## src/logic/regFilePkg.sv

```systemverilog
//**********************************************************
// Register file definitions for the ARM-style pipeline.
// Widths, register numbering and packed records shared by the
// register bank, the program counter and the IF/ID latch.
//**********************************************************
package regFilePkg;

  // data path and register width
  localparam int dataWidth = 32;

  // architectural registers including the pc
  localparam int regCount = 16;

  // enough bits to name every register
  localparam int addrWidth = 4;

  // r15 doubles as the program counter
  localparam int pcIndex = 15;

  // bytes between sequential instruction words
  localparam int pcStep = 4;

  // one register value
  typedef logic [dataWidth-1:0] word_t;

  // one register number
  typedef logic [addrWidth-1:0] regAddr_t;

  // write port request
  // en qualifies the whole record
  typedef struct packed {
    logic     en;
    regAddr_t addr;
    word_t    data;
  } regWrite_t;

  // instruction word split into named fields
  // fields overlap on purpose
  // the decode stage picks the ones its format needs
  typedef struct packed {
    // condition code, bits 31..28
    logic [3:0]  cond;
    // branch with link, bit 24
    logic        link;
    // S bit of data processing, bit 20
    logic        setFlags;
    // first operand register
    logic [3:0]  rn;
    // destination register
    logic [3:0]  rd;
    // second operand register
    logic [3:0]  rm;
    // shifter operand, low 12 bits
    logic [11:0] shifter;
    // branch offset, low 24 bits
    logic [23:0] offset;
  } instrFields_t;

endpackage

```

## src/logic/regBank.sv

```systemverilog
//**********************************************************
// General register bank R0..R14 with one write port.
// Decodes the write address and serves three combinational
// read ports, with the pc supplied from outside for R15.
//**********************************************************
`timescale 1ns/10ps

module regBank
(
  input  logic                  clk,
  input  logic                  clr,
  // write request from writeback
  input  regFilePkg::regWrite_t wr,
  // read addresses, one per operand
  input  regFilePkg::regAddr_t  rdAddrA,
  input  regFilePkg::regAddr_t  rdAddrB,
  input  regFilePkg::regAddr_t  rdAddrC,
  // current program counter for reads of r15
  input  regFilePkg::word_t     pc,
  output regFilePkg::word_t     rdDataA,
  output regFilePkg::word_t     rdDataB,
  output regFilePkg::word_t     rdDataC,
  // write strobe for r15
  output logic                  pcWrite
);

  // one-hot write enables
  // one bit per architectural register
  logic [regFilePkg::regCount-1:0] wrSel;

  // all sixteen registers as seen by the read ports
  regFilePkg::word_t readView [regFilePkg::regCount];

  // write address decoder
  // nothing selected when the request is idle
  always_comb
  begin
    wrSel = '0;
    if (wr.en)
    begin
      wrSel[wr.addr] = 1'b1;
    end
  end

  // r15 lives in the pc unit
  // only its strobe leaves this block
  assign pcWrite = wrSel[regFilePkg::pcIndex];

  // general registers r0..r14
  for (genvar i = 0; i < regFilePkg::pcIndex; i++)
  begin : gGpr
    regFilePkg::word_t value;

    always_ff @(posedge clk or negedge clr)
    begin
      if (!clr)
      begin
        value <= '0;
      end
      else if (wrSel[i])
      begin
        value <= wr.data;
      end
    end

    // expose to the read muxes
    assign readView[i] = value;
  end

  // pc occupies the top slot
  assign readView[regFilePkg::pcIndex] = pc;

  // three independent read muxes
  // new data shows right after the write edge
  assign rdDataA = readView[rdAddrA];
  assign rdDataB = readView[rdAddrB];
  assign rdDataC = readView[rdAddrC];

endmodule

```

## src/logic/pcUnit.sv

```systemverilog
//**********************************************************
// Program counter R15.
// Steps by one instruction per advance, an explicit write wins.
//**********************************************************
`timescale 1ns/10ps

module pcUnit
(
  input  logic              clk,
  input  logic              clr,
  // r15 strobe decoded in the register bank
  input  logic              pcWrite,
  // write port data, used only under pcWrite
  input  regFilePkg::word_t wrData,
  // fetch moves on to the next word
  input  logic              advance,
  output regFilePkg::word_t pc
);

  // value loaded at the next edge
  regFilePkg::word_t pcNext;

  // sequential address
  regFilePkg::word_t pcPlusStep;

  // increment by the instruction size
  assign pcPlusStep = pc + regFilePkg::word_t'(regFilePkg::pcStep);

  // next pc select
  // branch or explicit load first, then step, else hold
  always_comb
  begin
    if (pcWrite)
    begin
      pcNext = wrData;
    end
    else if (advance)
    begin
      pcNext = pcPlusStep;
    end
    else
    begin
      // fetch stalled
      pcNext = pc;
    end
  end

  // the pc register itself
  // starts fetching from address zero
  always_ff @(posedge clk or negedge clr)
  begin
    if (!clr)
    begin
      pc <= '0;
    end
    else
    begin
      pc <= pcNext;
    end
  end

endmodule

```

## src/logic/ifIdLatch.sv

```systemverilog
//**********************************************************
// IF/ID pipeline latch.
// Captures the fetched word and its address under load and
// hands the decode stage the instruction as named fields.
//**********************************************************
`timescale 1ns/10ps

module ifIdLatch
(
  input  logic                     clk,
  input  logic                     clr,
  // capture enable, low stalls decode
  input  logic                     load,
  // word from instruction memory
  input  regFilePkg::word_t        instr,
  // address the word was fetched from
  input  regFilePkg::word_t        instrAddr,
  output regFilePkg::instrFields_t fields,
  output regFilePkg::word_t        decodedAddr
);

  // fields sliced ahead of the register
  regFilePkg::instrFields_t nextFields;

  // field extraction
  // pure wiring of bit ranges
  always_comb
  begin
    // condition code
    nextFields.cond     = instr[31:28];
    // L bit of branch
    nextFields.link     = instr[24];
    // S bit of data processing
    nextFields.setFlags = instr[20];
    // register numbers
    nextFields.rn       = instr[19:16];
    nextFields.rd       = instr[15:12];
    nextFields.rm       = instr[3:0];
    // shifter operand
    nextFields.shifter  = instr[11:0];
    // branch offset before sign extension
    nextFields.offset   = instr[23:0];
  end

  // latch register
  // holds both outputs while load is low
  always_ff @(posedge clk or negedge clr)
  begin
    if (!clr)
    begin
      fields      <= '0;
      decodedAddr <= '0;
    end
    else if (load)
    begin
      fields      <= nextFields;
      decodedAddr <= instrAddr;
    end
  end

endmodule

```

## src/logic/regFileCore.sv

```systemverilog
//**********************************************************
// Register file core for the ARM-style pipeline.
// Joins the register bank, the program counter and the
// IF/ID latch into one block.
//**********************************************************
`timescale 1ns/10ps

module regFileCore
(
  input  logic                     clk,
  input  logic                     clr,
  // register write port
  input  regFilePkg::regWrite_t    wr,
  // operand reads
  input  regFilePkg::regAddr_t     rdAddrA,
  input  regFilePkg::regAddr_t     rdAddrB,
  input  regFilePkg::regAddr_t     rdAddrC,
  output regFilePkg::word_t        rdDataA,
  output regFilePkg::word_t        rdDataB,
  output regFilePkg::word_t        rdDataC,
  // program counter
  input  logic                     advance,
  output regFilePkg::word_t        pc,
  // IF/ID side
  input  logic                     instrLoad,
  input  regFilePkg::word_t        instr,
  input  regFilePkg::word_t        instrAddr,
  output regFilePkg::instrFields_t fields,
  output regFilePkg::word_t        decodedAddr
);

  // r15 write strobe from the bank decoder
  logic pcWrite;

  // r0..r14, write decode and read muxes
  // pc fed back in for reads of r15
  regBank u_regBank
  (
    .clk     (clk),
    .clr     (clr),
    .wr      (wr),
    .rdAddrA (rdAddrA),
    .rdAddrB (rdAddrB),
    .rdAddrC (rdAddrC),
    .pc      (pc),
    .rdDataA (rdDataA),
    .rdDataB (rdDataB),
    .rdDataC (rdDataC),
    .pcWrite (pcWrite)
  );

  // r15
  // same write data as the bank, its own strobe
  pcUnit u_pcUnit
  (
    .clk     (clk),
    .clr     (clr),
    .pcWrite (pcWrite),
    .wrData  (wr.data),
    .advance (advance),
    .pc      (pc)
  );

  // fetch to decode latch
  // independent of the register path
  ifIdLatch u_ifIdLatch
  (
    .clk         (clk),
    .clr         (clr),
    .load        (instrLoad),
    .instr       (instr),
    .instrAddr   (instrAddr),
    .fields      (fields),
    .decodedAddr (decodedAddr)
  );

endmodule

```

## config.mk

```make
export PLATFORM = sky130hd
export DESIGN_NAME = regFileCore
export DESIGN_NICKNAME = d
export VERILOG_FILES = /design/src/logic/regFilePkg.sv /design/src/logic/regBank.sv /design/src/logic/pcUnit.sv /design/src/logic/ifIdLatch.sv /design/src/logic/regFileCore.sv
export SDC_FILE = /design/constraint.sdc
export NUM_CORES = 1
export LEC_CHECK = 0
export BUFFER_PORTS_ARGS = -buffer_cell sky130_fd_sc_hd__buf_2
export CELL_PAD_IN_SITES_DETAIL_PLACEMENT = 1
export CELL_PAD_IN_SITES_GLOBAL_PLACEMENT = 2
export CORE_MARGIN = 4
export CORE_UTILIZATION = 48
export CTS_CLUSTER_DIAMETER = 120
export DETAILED_ROUTE_END_ITERATION = 10
export PLACE_DENSITY = 0.95
export RECOVER_POWER = 25
export SETUP_SLACK_MARGIN = 0.5
export SKIP_LAST_GASP = 1
export SYNTH_ARGS = -nofsm -noshare
export SYNTH_HDL_FRONTEND = slang
export SYNTH_SLANG_ARGS = --single-unit
```

## constraint.sdc

```tcl
create_clock -name clk -period 4.24 [get_ports clk]
set_input_delay 0.424 -clock clk [delete_from_list [all_inputs] [get_ports clk]]
set_output_delay 0.424 -clock clk [all_outputs]
set_load 0.1 [all_outputs]
```

==> results.yml, run 1 <==
sta:
  hold_violations: 0
  setup_violations: 0
  unrepaired_setup_endpoints_after_global_routing: "false"
  drv_slew: 280
  layout_worst_path_cycle_share_pct: 76.0
  fin_tns_setup_ns: 0
  worst-slew-pin-transition_ns: 2.92
  final.min_clock_period_ns: 3.22
  finClkSkew_ns: 0.0187
  max_freq_mhz: 311
  max_slew_margin_pct: -94.7
yosys:
  netlist_area_mm2: 0.0341
  synth_area_leader_cell: "sky130_fd_sc_hd__dfrtp_1"
  synthDistinctLibCells: 33
  post_synth_inst_count: 1993
  synth_sequential_area_ratio_pct: 42.0
  total_of_warnings_raised_by_yosys: 0
  postSynthAreaPerCell_um2: 17.1
  synthTopCellsByArea: "sky130_fd_sc_hd__dfrtp_1 42%, sky130_fd_sc_hd__mux4_2 23%, sky130_fd_sc_hd__mux2_2 16%"
  syn-num-nets: 2111
  ys_ff_latch: 573
  post-synth-top-area-fraction_pct: 42.0
finish:
  stdcell_area_mm2: 0.0386
  syn_to_final_growth_pct: 13.2
  finish.net_count: 2342
  drive_gt1_share_pct: 57.8
  final_core_util_pct: 55.0
flow_run:
  maxCapViolCount: 12
pwr:
  power.leakage_uw: 0.0163
  report.power.total_uw: 22400
  power.ir.vdd_worst_mv: 0.578
  power_per_cell_area_mw_per_mm2: 581
die:
  fp.dieW_um: 275
  die_footprint_mm2: 0.0754
  core-area_mm2: 0.0703
  fp-row-count: 97
  initial_core_utilization_pct: 48.5
  chipHeight_um: 275
  boundaryPins: 331
placement:
  detailed_place_hpwl_mm: 67.5
  place.port_buffers: 327
  finalWeightedCongestion: 0.808
  post_place_instance_area_mm2: 0.0365
critical_path:
  worstPathCellList: "clkbuf_8 -> buf_12 -> mux4_1 -> mux4_2 -> buf_2"
  max_stage_delay_ns: 0.63
  cp.required_ns: 3.82
  critPathBufInv: 3
  startpoint_type: "primary input"
  timing.critical_path.max_delay_family: "multiplexers"
  worstSetupEndpointType: "output pin"
  worstPathArrival_ns: 2.80
  cp_max_fo: 36
  timing.setup.critical_path_class: "primary input to output pin"
  critical-path-slowest-cell: "sky130_fd_sc_hd__mux4_1"
grt:
  overflow: 0
  wire_length_of_the_first_global_routing_pass_mm: 165
  first_global_vias: 24500
  groute.usage.overall_pct: 29.6
  grt_start_max_net_pins: 104
  grt_antenna_before_repair: 7
cts:
  cts_sinks: 573
  cts_htree_levels: 3
  cts_root_buf: "sky130_fd_sc_hd__clkbuf_16"
  clk_latency_ns: 0.61
  total_setup_buffers_inserted_after_cts: 0
  worst_setup_hold_path_clk_slew_ns: 0.06
  tritoncts_buffer_count: 67
  clock_tree.buffer_depth: 3
  cts_tree: "built"
routing:
  detail_route.drc_violations: 0
  drt_pre_antenna_iters: 5
  drt_first_iter_violations: 2078
  postRouteWirelength_mm: 111
  routed_vias: 22400
  ant_nets: 0
  detail_route.vias_per_cell: 6.95
  average_routed_wire_per_standard_cell_um: 34.5
run_status:
  run_status: "finished with violations"
  failed_checks: "max-capacitance violations, max-slew violations"
min_path:
  hold_class: "primary input to flop"
## final timing paths
| check | slack [ns] | startpoint | cells after the start | endpoint |
|---|---|---|---|---|
| setup reg to reg | 1.34 | u_pcUnit.pc[2] | 7 | u_pcUnit.pc[14] |
| hold reg to reg | 0.50 | u_ifIdLatch.decodedAddr[25] | 1 | u_ifIdLatch.decodedAddr[25] |
| max in group asynchronous | 1.08 | clr | 3 | u_regBank.gGpr[3].value[6] |
| setup / recovery | 1.02 | rdAddrC[0] | 5 | rdDataC[0] |
| min in group asynchronous | 1.31 | clr | 2 | u_regBank.gGpr[4].value[15] |
| hold / removal | 0.05 | instr[10] | 2 | u_ifIdLatch.fields[10] |
## area by class of cell
type	instances	area, µm²
diodes	3	7.51
clock buffers	92	1880
clock inverters	27	299
fillers	6403	31700
inverters	1	3.75
multi-input cells	1188	18500
flip-flops and latches	573	14300
well taps	940	1180
repair buffers	393	2450
## flip-flops by register name, summed over array words and instances, names as in the netlist
name	flops
u_pcUnit.pc	32
u_ifIdLatch.decodedAddr	32
u_regBank.gGpr.value	480
u_ifIdLatch.fields	29
## cells in the mapped netlist
library cell	n
sky130_fd_sc_hd__mux4_2	341
sky130_fd_sc_hd__mux2_1	65
sky130_fd_sc_hd__nor2_1	14
sky130_fd_sc_hd__clkbuf_1	91
sky130_fd_sc_hd__clkbuf_2	3
sky130_fd_sc_hd__nor3b_2	1
sky130_fd_sc_hd__nand2b_1	5
sky130_fd_sc_hd__mux4_1	139
sky130_fd_sc_hd__dfrtp_1	573
sky130_fd_sc_hd__nand4_1	9
sky130_fd_sc_hd__o21ai_0	29
sky130_fd_sc_hd__buf_1	11
sky130_fd_sc_hd__buf_4	27
sky130_fd_sc_hd__mux2_2	479
sky130_fd_sc_hd__and3_1	6
sky130_fd_sc_hd__nor2b_1	2
sky130_fd_sc_hd__ha_1	1
sky130_fd_sc_hd__xnor2_1	5
sky130_fd_sc_hd__buf_12	3
sky130_fd_sc_hd__inv_1	1
sky130_fd_sc_hd__nand3b_1	2
sky130_fd_sc_hd__nor4_1	1
sky130_fd_sc_hd__xor2_1	23
sky130_fd_sc_hd__a211o_1	1
sky130_fd_sc_hd__nand2_1	38
sky130_fd_sc_hd__and2_1	1
sky130_fd_sc_hd__mux2i_1	1
sky130_fd_sc_hd__buf_2	59
sky130_fd_sc_hd__buf_6	37
sky130_fd_sc_hd__and4_1	2
sky130_fd_sc_hd__nor3_1	3
sky130_fd_sc_hd__or3_1	2
sky130_fd_sc_hd__nand3_1	18
## metal layers
| layer | global-route usage [%] | routed length [µm] |
|---|---|---|
| met1 | 39.3 | 42400 |
| met5 | 0 | 60 |
| met3 | 6.14 | 8800 |
| met4 | 12.2 | 4680 |
| met2 | 48.1 | 54900 |
## worst register-to-register path, cell delays in order, from the launching register on
cell                      delay [ns]
sky130_fd_sc_hd__dfrtp_1        0.56
sky130_fd_sc_hd__ha_1           0.24
sky130_fd_sc_hd__nand2_1        0.13
sky130_fd_sc_hd__nor3_2         1.04
sky130_fd_sc_hd__buf_4          0.32
sky130_fd_sc_hd__nand3_1        0.14
sky130_fd_sc_hd__xor2_1         0.23
sky130_fd_sc_hd__o21ai_0        0.10
## kinds of logic after synthesis
group	synth area share, %
XOR/XNOR	0.719
flip-flops	42.0
multiplexers	51.2
AND/OR/NAND/NOR	1.49
buffers and inverters	4.04
AO/OA/AOI/OAI	0.451
adder cells (fa/ha/maj)	0.0367
## power breakdown
group	internal, µW	switching [µW]	total (µW)
Clock	3430	2420	5850
Combinational	3190	5350	8540
Sequential	6680	1350	8040
## stage by stage
step | cells | hold WS (ns) | worst slack [ns]
after detailed placement | 3094 | 0.493 | 1.00
final | 3217 | 0.0533 | 1.02
after floorplan | 1993 | 0.128 | 1.59
after global placement | 3094 | 0.487 | 1.05
after global routing | 3214 | 0.0280 | 0.618
after CTS | 3214 | 0.0157 | 1.01
## repair_timing
action | in CTS | in global routing
endpoints found under the hold margin | 92 | 0
resized for setup | 0 | 0
hold buffers | 1 | 0
## layout by cell type (no fill, tap or decap), drive strengths merged
cell type	count
clkinv	15
bufinv	5
ha	1
xor2	23
and2	1
nor2	14
inv	6
or3	2
mux4	480
clkinvlp	2
clkbuf	107
xnor2	5
mux2i	1
nor3b	1
nor2b	2
diode	3
nand3	18
and3	6
nand4	9
nand2	38
dfrtp	573
and4	2
a211o	1
nand3b	2
buf	377
nor3	3
o21ai	29
nor4	1
nand2b	5
dlygate4sd3	1
mux2	544
Note: power is estimated with default switching activity, not from simulation.
==> inputs of run 2 (changes only) <==
--- a/config.mk
+++ b/config.mk
@@ -9,10 +9,10 @@
 export CELL_PAD_IN_SITES_DETAIL_PLACEMENT = 1
 export CELL_PAD_IN_SITES_GLOBAL_PLACEMENT = 2
 export CORE_MARGIN = 4
-export CORE_UTILIZATION = 48
+export CORE_UTILIZATION = 45
 export CTS_CLUSTER_DIAMETER = 120
 export DETAILED_ROUTE_END_ITERATION = 10
-export PLACE_DENSITY = 0.95
+export PLACE_DENSITY = 0.91
 export RECOVER_POWER = 25
 export SETUP_SLACK_MARGIN = 0.5
 export SKIP_LAST_GASP = 1
==> constraint.sdc (replaced) <==
create_clock -name clk -period 3 [get_ports clk]
set_input_delay 0.3 -clock clk [delete_from_list [all_inputs] [get_ports clk]]
set_output_delay 0.3 -clock clk [all_outputs]
set_load 0.1 [all_outputs]
==> results.yml, run 2 (synthesized netlist as in run 1, its figures left out) <==
placement:
  finalWeightedCongestion: 0.828
  place.detailed.instances: 3157
  post_place_instance_area_mm2: 0.0371
  detailed_place_hpwl_mm: 71.5
  place.port_buffers: 327
sta:
  unrepaired_setup_endpoints_after_global_routing: "true"
  finClkSkew_ns: 0.0209
  max_slew_margin_pct: -37.0
  setup_violations: 0
  layout_worst_path_cycle_share_pct: 88.5
  final.min_clock_period_ns: 2.65
  hold_violations: 0
  whs_ns: 0.0795
  max_freq_mhz: 377
  worst-slew-pin-transition_ns: 2.06
  fin_tns_setup_ns: 0
  drv_slew: 147
finish:
  final_core_util_pct: 55.2
  drive_gt1_share_pct: 63.7
  stdcell_area_mm2: 0.0413
  layout_commonest_cell: "sky130_fd_sc_hd__dfrtp_1"
  syn_to_final_growth_pct: 21.0
  reg_top3: "u_regBank.gGpr.value: 480 flops, u_ifIdLatch.decodedAddr: 32 flops, u_pcUnit.pc: 32 flops"
  largest_register_ff_count: 480
  non_filler_instance_count_after_layout: 3419
  registers.top_by_ff_count: "u_regBank.gGpr.value"
  finish.net_count: 2511
  layout_common_cells: "542 x sky130_fd_sc_hd__dfrtp_1, 478 x sky130_fd_sc_hd__mux2_2, 451 x sky130_fd_sc_hd__mux4_2"
routing:
  average_routed_wire_per_standard_cell_um: 33.8
  detail_route.vias_per_cell: 6.74
  routed_vias: 23000
  ant_nets: 0
  drt_first_iter_violations: 2335
  drt_pre_antenna_iters: 5
  postRouteWirelength_mm: 115
  detail_route.drc_violations: 0
critical_path:
  timing.critical_path.max_delay_family: "multiplexers"
  timing.setup.critical_path_class: "flop to output pin"
  worstPathArrival_ns: 2.35
  max_stage_delay_ns: 0.60
  timing.critical_path.mode_cell: "sky130_fd_sc_hd__mux4_2"
  worstPathCellList: "mux4_2 -> mux4_2 -> buf_12"
  ff2ff_path_depth: 8
  reg2reg_slack_ns: 0.91
  cp_max_fo: 4
  critical-path-slowest-cell: "sky130_fd_sc_hd__mux4_2"
  worstReg2RegStart: "u_pcUnit.pc[2]"
  r2r-end: "u_pcUnit.pc[26]"
  startpoint_type: "flop"
  worstSetupEndpointType: "output pin"
  cp.required_ns: 2.70
  critPathBufInv: 1
die:
  die_footprint_mm2: 0.0803
  fp.dieW_um: 283
  initial_core_utilization_pct: 45.6
  core-area_mm2: 0.0748
  boundaryPins: 331
  fp-row-count: 100
  chipHeight_um: 283
pwr:
  power.ir.vdd_worst_mv: 0.606
  seq_power_share_pct: 33.4
  netSwitchingFraction_pct: 39.4
  power_per_cell_area_mw_per_mm2: 822
  p_comb_share_pct: 42.0
  power.leakage_uw: 0.0170
  clock_power_share_pct: 24.5
  internal_power_contribution_uw: 20500
  power.switching_uw: 13400
min_path:
  min_to: "u_pcUnit.pc[6]"
  worst_min_delay_path_startpoint: "wr[6]"
  timing.hold.worst_path_depth: 3
  hold_class: "primary input to flop"
grt:
  overflow: 0
  grt_antenna_before_repair: 7
  first_global_vias: 25400
  groute.usage.overall_pct: 28.3
  wire_length_of_the_first_global_routing_pass_mm: 172
  grt_start_max_net_pins: 90
flow_run:
  maxCapViolCount: 4
run_status:
  run_status: "finished with violations"
  failed_checks: "max-capacitance violations, max-slew violations"
cts:
  cts_sinks: 573
  tritoncts_buffer_count: 67
  clock_tree.buffer_depth: 3
  cts_htree_levels: 3
  cts_root_buf: "sky130_fd_sc_hd__clkbuf_16"
  cts_tree: "built"
  clk_latency_ns: 0.62
  worst_setup_hold_path_clk_slew_ns: 0.06
[run 2: cell count changes in the layout (fill, tap and decap cells not counted), sizes merged, moves of 3 or more]
cell,delta
buf,+101
diode,+5
clkinv,-8
clkbuf,+17
dlygate4sd3,+61
inv,-3
[run 2: final cells by class]
cell class	count	area [µm²]
Antenna cell	8	20.0
Fill cell	6814	33600
Clock buffer	103	2010
Multi-Input combinational cell	1188	18000
Clock inverter	15	188
Timing Repair Buffer	562	5430
Inverter	1	3.75
Sequential cell	573	14400
Tap cell	969	1210
[run 2: what timing repair did]
action,4_1_cts,5_1_grt
gates resized for setup,453,37
hold buffers,62,0
endpoints found under the hold margin,122,0
buffers inserted,49,24
setup endpoints to repair,96,96
gates cloned,0,1
[run 2: through the flow]
| stage | total power (µW) | worst slack, ns |
|---|---|---|
| 2_1_floorplan | 20600 | 0.549 |
| 3_3_place_gp | 22800 | 0.345 |
| 3_5_place_dp | 23500 | 0.307 |
| 4_1_cts | 33700 | 0.336 |
| 5_1_grt | 35000 | 0.192 |
| 6_report | 33900 | 0.346 |
[run 2: tightest hold or removal path: stages]
cell,delay (ns)
sky130_fd_sc_hd__buf_2,0.19
sky130_fd_sc_hd__nand2_1,0.08
sky130_fd_sc_hd__o21ai_0,0.07
[run 2: how the worst max path moves through the flow]
stage,start,endpoint,slack (ns),depth (start not counted)
finish,u_pcUnit.pc[11],rdDataB[11],0.35,3
global route,clr,u_regBank.gGpr[1].value[11],0.19,3
CTS,u_regBank.gGpr[11].value[10],rdDataC[10],0.34,3
detailed placement,rdAddrB[0],rdDataB[11],0.31,5
global placement,rdAddrB[0],rdDataB[30],0.35,5
floorplan,u_pcUnit.pc[13],rdDataA[13],0.55,2
[run 2: power by group through the flow]
stage | combinational (µW) | sequential [µW] | clock [µW]
6_report | 14200 | 11300 | 8320
5_1_grt | 14700 | 11500 | 8820
4_1_cts | 14000 | 11200 | 8440
3_5_place_dp | 12100 | 11400 | 0
3_3_place_gp | 11800 | 11000 | 0
2_1_floorplan | 8530 | 12100 | 0
[run 2: routing by layer]
metal	vias to the layer above	routed length [µm]	GRT usage (%)
met1	12400	41500	35.7
met5	-	52	0
met2	1393	58500	47.6
li1	8832	-	-
met4	6	5570	12.1
met3	379	9810	6.06
